### src/common/erx_config.svh
`ifndef ERX_CONFIG_SVH
`define ERX_CONFIG_SVH

// chip ID of this node, low 6 bits are the column ID
`define ERX_ID          12'h808

// log2 of the column ID, used by the dynamic remap
`define ERX_COLID_LOG2  3

// packet width in bits
`define ERX_PW          104

// lane bytes per packet
`define ERX_PKT_BYTES   13

`endif

### src/common/erx_pkg.sv
`default_nettype none

package erx_pkg;

   // mesh packet, sent on the lane most significant byte first
   typedef struct packed {
      logic [31:0] srcaddr;
      logic [31:0] data;
      logic [31:0] dstaddr;
      logic [7:0]  ctrl;     // bit 1 set = write
   } emesh_packet_t;

   // 2'b11 is not named, the remap stage treats it as dynamic
   typedef enum logic [1:0] {
      remap_none    = 2'd0,
      remap_static  = 2'd1,
      remap_dynamic = 2'd2
   } remap_mode_e;

   // remap settings from the config registers
   typedef struct packed {
      remap_mode_e mode;
      logic [11:0] sel;      // which top address bits get replaced
      logic [11:0] pattern;  // replacement bits for static mode
      logic [31:0] base;     // offset for dynamic mode
   } remap_cfg_t;

   // remapped packet on its way to the output stage
   typedef struct packed {
      emesh_packet_t packet;
      logic          mailbox;  // write hit our own ID
   } erx_txn_t;

endpackage

`default_nettype wire

### src/hw/erx_cfg.sv
`default_nettype none

module erx_cfg (
   input  logic                clk,
   input  logic                rst_n,
   input  logic                cfg_write,
   input  logic [1:0]          cfg_addr,
   input  logic [31:0]         cfg_wdata,
   output erx_pkg::remap_cfg_t remap_cfg
);

   import erx_pkg::*;

   remap_cfg_t cfg_q;

   // four registers, each takes the low bits of the write data
   always_ff @(posedge clk or negedge rst_n) begin
      if (!rst_n) begin
         cfg_q.mode    <= remap_none;
         cfg_q.sel     <= '0;
         cfg_q.pattern <= '0;
         cfg_q.base    <= '0;
      end else if (cfg_write) begin
         case (cfg_addr)
            2'd0: cfg_q.mode    <= remap_mode_e'(cfg_wdata[1:0]);
            2'd1: cfg_q.sel     <= cfg_wdata[11:0];
            2'd2: cfg_q.pattern <= cfg_wdata[11:0];
            2'd3: cfg_q.base    <= cfg_wdata;
            default: ;
         endcase
      end
   end

   assign remap_cfg = cfg_q;  // visible the cycle after the strobe

endmodule

`default_nettype wire

### src/hw/erx_core.sv
`default_nettype none

`include "erx_config.svh"

module erx_core (
   input  logic                   clk,
   input  logic                   rst_n,
   input  logic                   lane_frame,
   input  logic [7:0]             lane_byte,
   input  logic                   cfg_write,
   input  logic [1:0]             cfg_addr,
   input  logic [31:0]            cfg_wdata,
   output logic                   wr_access,
   output logic                   rd_access,
   output logic                   mbx_access,
   output erx_pkg::emesh_packet_t out_packet
);

   import erx_pkg::*;

   logic          pkt_access;
   emesh_packet_t pkt;        // assembled from the lane
   remap_cfg_t    remap_cfg;
   logic          txn_access;
   erx_txn_t      txn;        // after address remap

   erx_protocol erx_protocol_i (
      .clk        (clk),
      .rst_n      (rst_n),
      .lane_frame (lane_frame),
      .lane_byte  (lane_byte),
      .pkt_access (pkt_access),
      .pkt        (pkt)
   );

   erx_cfg erx_cfg_i (
      .clk       (clk),
      .rst_n     (rst_n),
      .cfg_write (cfg_write),
      .cfg_addr  (cfg_addr),
      .cfg_wdata (cfg_wdata),
      .remap_cfg (remap_cfg)
   );

   erx_remap erx_remap_i (
      .clk        (clk),
      .rst_n      (rst_n),
      .pkt_access (pkt_access),
      .pkt        (pkt),
      .remap_cfg  (remap_cfg),
      .txn_access (txn_access),
      .txn        (txn)
   );

   erx_distrib erx_distrib_i (
      .clk        (clk),
      .rst_n      (rst_n),
      .txn_access (txn_access),
      .txn        (txn),
      .wr_access  (wr_access),
      .rd_access  (rd_access),
      .mbx_access (mbx_access),
      .out_packet (out_packet)
   );

endmodule

`default_nettype wire

### src/hw/erx_distrib.sv
`default_nettype none

module erx_distrib (
   input  logic                   clk,
   input  logic                   rst_n,
   input  logic                   txn_access,
   input  erx_pkg::erx_txn_t      txn,
   output logic                   wr_access,
   output logic                   rd_access,
   output logic                   mbx_access,
   output erx_pkg::emesh_packet_t out_packet
);

   import erx_pkg::*;

   logic          is_write;
   emesh_packet_t packet_q;

   assign is_write = txn.packet.ctrl[1];

   // exactly one channel per transaction
   always_ff @(posedge clk or negedge rst_n) begin
      if (!rst_n) begin
         wr_access  <= 1'b0;
         rd_access  <= 1'b0;
         mbx_access <= 1'b0;
      end else begin
         wr_access  <= txn_access &  is_write & ~txn.mailbox;
         rd_access  <= txn_access & ~is_write;
         mbx_access <= txn_access &  is_write &  txn.mailbox;
      end
   end

   // shared payload, holds until the next transaction
   always_ff @(posedge clk) begin
      if (txn_access) begin
         packet_q <= txn.packet;
      end
   end

   assign out_packet = packet_q;

endmodule

`default_nettype wire

### src/hw/erx_protocol.sv
`default_nettype none

`include "erx_config.svh"

module erx_protocol (
   input  logic                  clk,
   input  logic                  rst_n,
   input  logic                  lane_frame,
   input  logic [7:0]            lane_byte,
   output logic                  pkt_access,
   output erx_pkg::emesh_packet_t pkt
);

   import erx_pkg::*;

   logic [3:0]    byte_cnt;  // bytes of the current packet seen so far
   emesh_packet_t shift_q;   // assembles bytes msb first
   logic          last_byte;

   assign last_byte = lane_frame && (byte_cnt == 4'(`ERX_PKT_BYTES - 1));

   // count framed bytes, a frame drop throws the partial packet away
   always_ff @(posedge clk or negedge rst_n) begin
      if (!rst_n) begin
         byte_cnt   <= '0;
         pkt_access <= 1'b0;
      end else begin
         pkt_access <= last_byte;        // one cycle after the 13th byte
         if (!lane_frame)
            byte_cnt <= '0;
         else if (last_byte)
            byte_cnt <= '0;              // back to back packets allowed
         else
            byte_cnt <= byte_cnt + 4'd1;
      end
   end

   // payload path
   always_ff @(posedge clk) begin
      if (lane_frame) begin
         shift_q <= {shift_q[`ERX_PW-9:0], lane_byte};
      end
   end

   // shift_q holds the full packet in the strobe cycle,
   // the next byte only lands one edge later
   assign pkt = shift_q;

endmodule

`default_nettype wire

### src/hw/erx_remap.sv
`default_nettype none

`include "erx_config.svh"

module erx_remap (
   input  logic                   clk,
   input  logic                   rst_n,
   input  logic                   pkt_access,
   input  erx_pkg::emesh_packet_t pkt,
   input  erx_pkg::remap_cfg_t    remap_cfg,
   output logic                   txn_access,
   output erx_pkg::erx_txn_t      txn
);

   import erx_pkg::*;

   localparam logic [5:0] colid = 6'(`ERX_ID);  // low bits of the chip ID

   logic [31:0] addr_in;
   logic        id_match;   // address points at this chip
   logic [31:0] static_addr;
   logic [31:0] dynamic_addr;
   logic [31:0] remap_addr;
   erx_txn_t    txn_next;

   assign addr_in  = pkt.dstaddr;
   assign id_match = (addr_in[31:20] == `ERX_ID);

   // substitute selected high bits
   assign static_addr[31:20] = (remap_cfg.sel & remap_cfg.pattern) |
                               (~remap_cfg.sel & addr_in[31:20]);
   assign static_addr[19:0]  = addr_in[19:0];

   // compress the address space onto the base, wraps mod 2^32
   assign dynamic_addr = addr_in
                       - (32'(colid) << 20)
                       + remap_cfg.base
                       - (32'(addr_in[31:26]) << `ERX_COLID_LOG2);

   always_comb begin
      if (id_match) begin
         remap_addr = addr_in;             // own mailbox space is never remapped
      end else begin
         case (remap_cfg.mode)
            remap_none:   remap_addr = addr_in;
            remap_static: remap_addr = static_addr;
            default:      remap_addr = dynamic_addr;  // 2 and 3
         endcase
      end
   end

   always_comb begin
      txn_next                = '{packet: pkt, mailbox: id_match & pkt.ctrl[1]};
      txn_next.packet.dstaddr = remap_addr;
   end

   always_ff @(posedge clk or negedge rst_n) begin
      if (!rst_n)
         txn_access <= 1'b0;
      else
         txn_access <= pkt_access;
   end

   always_ff @(posedge clk) begin
      if (pkt_access) begin
         txn <= txn_next;
      end
   end

endmodule

`default_nettype wire

### config.mk
export PLATFORM = sky130hd
export DESIGN_NAME = erx_core
export DESIGN_NICKNAME = d
export VERILOG_FILES = /design/src/common/erx_pkg.sv /design/src/hw/erx_cfg.sv /design/src/hw/erx_core.sv /design/src/hw/erx_distrib.sv /design/src/hw/erx_protocol.sv /design/src/hw/erx_remap.sv
export VERILOG_INCLUDE_DIRS = /design/src /design/src/common
export SDC_FILE = /design/constraint.sdc
export NUM_CORES = 1
export LEC_CHECK = 0
export BUFFER_PORTS_ARGS = -buffer_cell sky130_fd_sc_hd__clkbuf_2
export CAP_MARGIN = 5
export CORE_MARGIN = 2
export CORE_UTILIZATION = 25
export DETAILED_ROUTE_END_ITERATION = 10
export GPL_ROUTABILITY_DRIVEN = 0
export PLACE_DENSITY_LB_ADDON = 0.12
export SYNTH_ARGS = -nofsm -noshare
export SYNTH_HDL_FRONTEND = slang
export SYNTH_SLANG_ARGS = --single-unit
### constraint.sdc
create_clock -name clk -period 3.6 [get_ports clk]
set_clock_uncertainty 0.15 [all_clocks]
set_input_delay 0.54 -clock clk [delete_from_list [all_inputs] [get_ports clk]]
set_output_delay 0.54 -clock clk [all_outputs]
set_load 0.05 [all_outputs]
==> run metrics <==
status completed; fraction of synthesized cell area in xor and xnor cells 1.200%; die area 63280 um2; Die Y 251.6 um; mux cell area share after synthesis 4.671%; Detail Placement HPWL 28310 um; number of global-route vias before repair 8900; largest family of logic cells by synthesized area adder cells; crit path from erx_protocol_i.pkt[39]$_DFFE_PP_; top_reg_cell synth edfxtp_1; row count 90; synthesized area 15320 um2; P_leak 7.464 nW; Seq/Total Area, Yosys 72.28%; Final Cycle Share 97.90%; post-placement setup slack 13.46 ps; clock-pin slew on the worst setup and hold paths 60 ps; Port Buffers 152; core area 60470 um2; Syn-to-layout area delta 24.17%; Filler Cell Count 6010; Syn Nets 1118; Least-Margin Pin Slew 787.7 ps; Core Util, Final 31.46%; initial core utilization 25.34%; Arrival @ worst endpoint 3820 ps; RSZ-0062 raised after global routing true; DRC Markers 0; most frequent cells in the layout edfxtp_1, clkbuf_2, inv_1; WP data required 3900 ps; buffer depth of the longest clock path 3; Reg2Reg Setup Slack 80 ps; Synth Register Bits 380; post-synthesis async set-or-reset flop share 17.63%; GRT Total Usage 12.54%; Die W 251.6 um; Final Cell Area 19030 um2; 1st-pass router iterations 5; Synth Warn # 0; max-cap viol count 0; VDD IR max 315.4 uV; post-route ant nets 0; slew margin rel. 47.49%; CTS tree done; Nets 1356; Post-Synth Simple-Gate Area 5.071%; Avg Inst Size Synth 15.52 um2; commonest non-fill, non-tap cell in the layout edfxtp_1; drt total wl 39710 um; pin count of the biggest net entering global routing 55; Final Slew Violations 0; Max H-tree Level 2; drt via density 4.263; Diodes inserted 0; clk_lat worst skew 590 ps; initial antenna violation count 0; Synth Area in Adders 7.333%; CP endpoint kind flop; Vias 8700; IO Pins 153; pwr/cell area 639.7 nW/um2; min-delay worst type input port to flop; Final Hold Viols 0; total clock sinks 380; Post-DP Area 17430 um2; Cells after Synth 987; critical path class flop to flop; total gr overflow 0; clock root buffer clkbuf_16; Reg-to-Reg Start erx_protocol_i.pkt[39]$_DFFE_PP_; initial drt markers 487; f_max 0.2837 GHz; hold wc startpoint cfg_wdata[16]; crit-path max FO 5; Post-synth EDFFs 313; layout cells sized above 1 28.28%; per-cell routed wire length 19.46 um; number of buffers created by CTS 43; # setup viols final 0; Tmin final 3525 ps; final worst setup slack 75.47 ps; fraction of the mapped netlist area in compound gates 6.173%; first-pass GRT wire length 58330 um; Startpoint Class flop; number of distinct library cells after synthesis 62
-- worst paths after layout --
kind | to | cells past startpoint
min in group asynchronous | erx_distrib_i.rd_access$_DFF_PN0_ | 2
worst max-delay path | erx_remap_i.txn[32]$_DFFE_PP_ | 11
worst min register to register | erx_distrib_i.out_packet[30]$_DFFE_PP_ | 0
worst min-delay path | erx_cfg_i.remap_cfg[16]$_DFFE_PN0P_ | 2
worst max register to register | erx_remap_i.txn[32]$_DFFE_PP_ | 11
max in group asynchronous | erx_cfg_i.remap_cfg[19]$_DFFE_PN0P_ | 3
-- synth_stat cells (3+ instances only) --
master / number / area share [%]
a21o_1: 16 / 0.78
a21oi_1: 43 / 1.4
a31oi_1: 7 / 0.29
a41oi_1: 6 / 0.34
and2_1: 5 / 0.20
and3_1: 6 / 0.25
buf_1: 4 / 0.098
buf_2: 4 / 0.13
clkbuf_1: 21 / 0.51
dfrtp_1: 67 / 11
edfxtp_1: 313 / 61
fa_1: 8 / 1.0
ha_1: 77 / 6.3
inv_1: 103 / 2.5
mux2_2: 60 / 4.4
mux2i_1: 4 / 0.26
nand2_1: 63 / 1.5
nand2b_1: 3 / 0.12
nand3_1: 14 / 0.46
nand3b_1: 3 / 0.15
nand4_1: 15 / 0.61
nor2_1: 25 / 0.61
nor2b_1: 4 / 0.16
nor4_1: 3 / 0.12
o211ai_1: 3 / 0.15
o21a_1: 4 / 0.20
o21ai_0: 34 / 1.1
o21bai_1: 4 / 0.20
o22ai_1: 3 / 0.12
o31ai_1: 4 / 0.20
or3_1: 3 / 0.12
xnor2_1: 10 / 0.57
xor2_1: 11 / 0.63
-- flip-flops by register name (all words and copies together), names as in the netlist --
| name | cells |
|---|---|
| erx_distrib_i.out_packet | 104 |
| erx_distrib_i.rd_access | 1 |
| erx_distrib_i.wr_access | 1 |
| erx_protocol_i.pkt | 104 |
| erx_remap_i.txn_access | 1 |
| erx_distrib_i.mbx_access | 1 |
| erx_protocol_i.byte_cnt | 4 |
| erx_cfg_i.remap_cfg | 58 |
| erx_protocol_i.pkt_access | 1 |
| erx_remap_i.txn | 105 |
-- power by group --
group          internal (mW)  switching, mW
sequential              5.01          0.150
combinational           1.15           1.61
clock                   2.41           1.82
total                   8.58           3.59
-- worst max-delay path, cell delays in order, from the launching register on --
cell and delay, ps:
edfxtp_1 410, inv_2 120, fa_1 430, ha_1 320
ha_2 380, a21oi_1 80, o21ai_0 310, and2_1 220
nor2_1 80, o211a_1 290, or4b_1 520, nand3_1 80
-- through the flow --
stage               total power [mW]  hold slack [ps]  std cells  TNS (ps)
finish                         12.17            45.78       2041         0
global route                   12.86            27.13       2041    -4.574
CTS                            12.31            5.837       2040         0
detailed placement             7.938            254.5       1946         0
global placement               7.950            251.8       1946         0
floorplan                      6.924            94.41        987         0
-- layer usage --
metal	part of all wire [%]	vias up	track usage (%)
met2	45	213	19.41
met1	48	4308	17.52
li1	-	4118	-
met5	0	-	0
met3	4.4	61	2.259
met4	3.0	0	4.694
-- layout make-up --
class / instances / area [um2] / area share (%)
sequential: 380 / 11080 / 58.25
multi-input combinational: 475 / 3824 / 20.10
timing repair buffer: 222 / 1390 / 7.306
clock buffer: 58 / 1194 / 6.274
tap: 782 / 978.4 / 5.143
inverter: 103 / 386.6 / 2.032
clock inverter: 21 / 170.2 / 0.8944
-- cell families after synthesis --
group | Yosys count
adders and majority gates | 85
buffers and inverters | 132
and+or+nand+nor | 158
muxes | 64
xor gates and xnor gates | 21
AOI/OAI and AO/OA | 147
DFF | 380
-- what timing repair did --
item / CTS / global route
buffers inserted: 1 / 1
setup endpoints to repair: 1 / 13
pin swaps: 0 / 2
endpoints found under the hold margin: 30 / 0
resized for setup: 0 / 16
hold buffers: 14 / 0
Power figures use the tool's default switching activity.
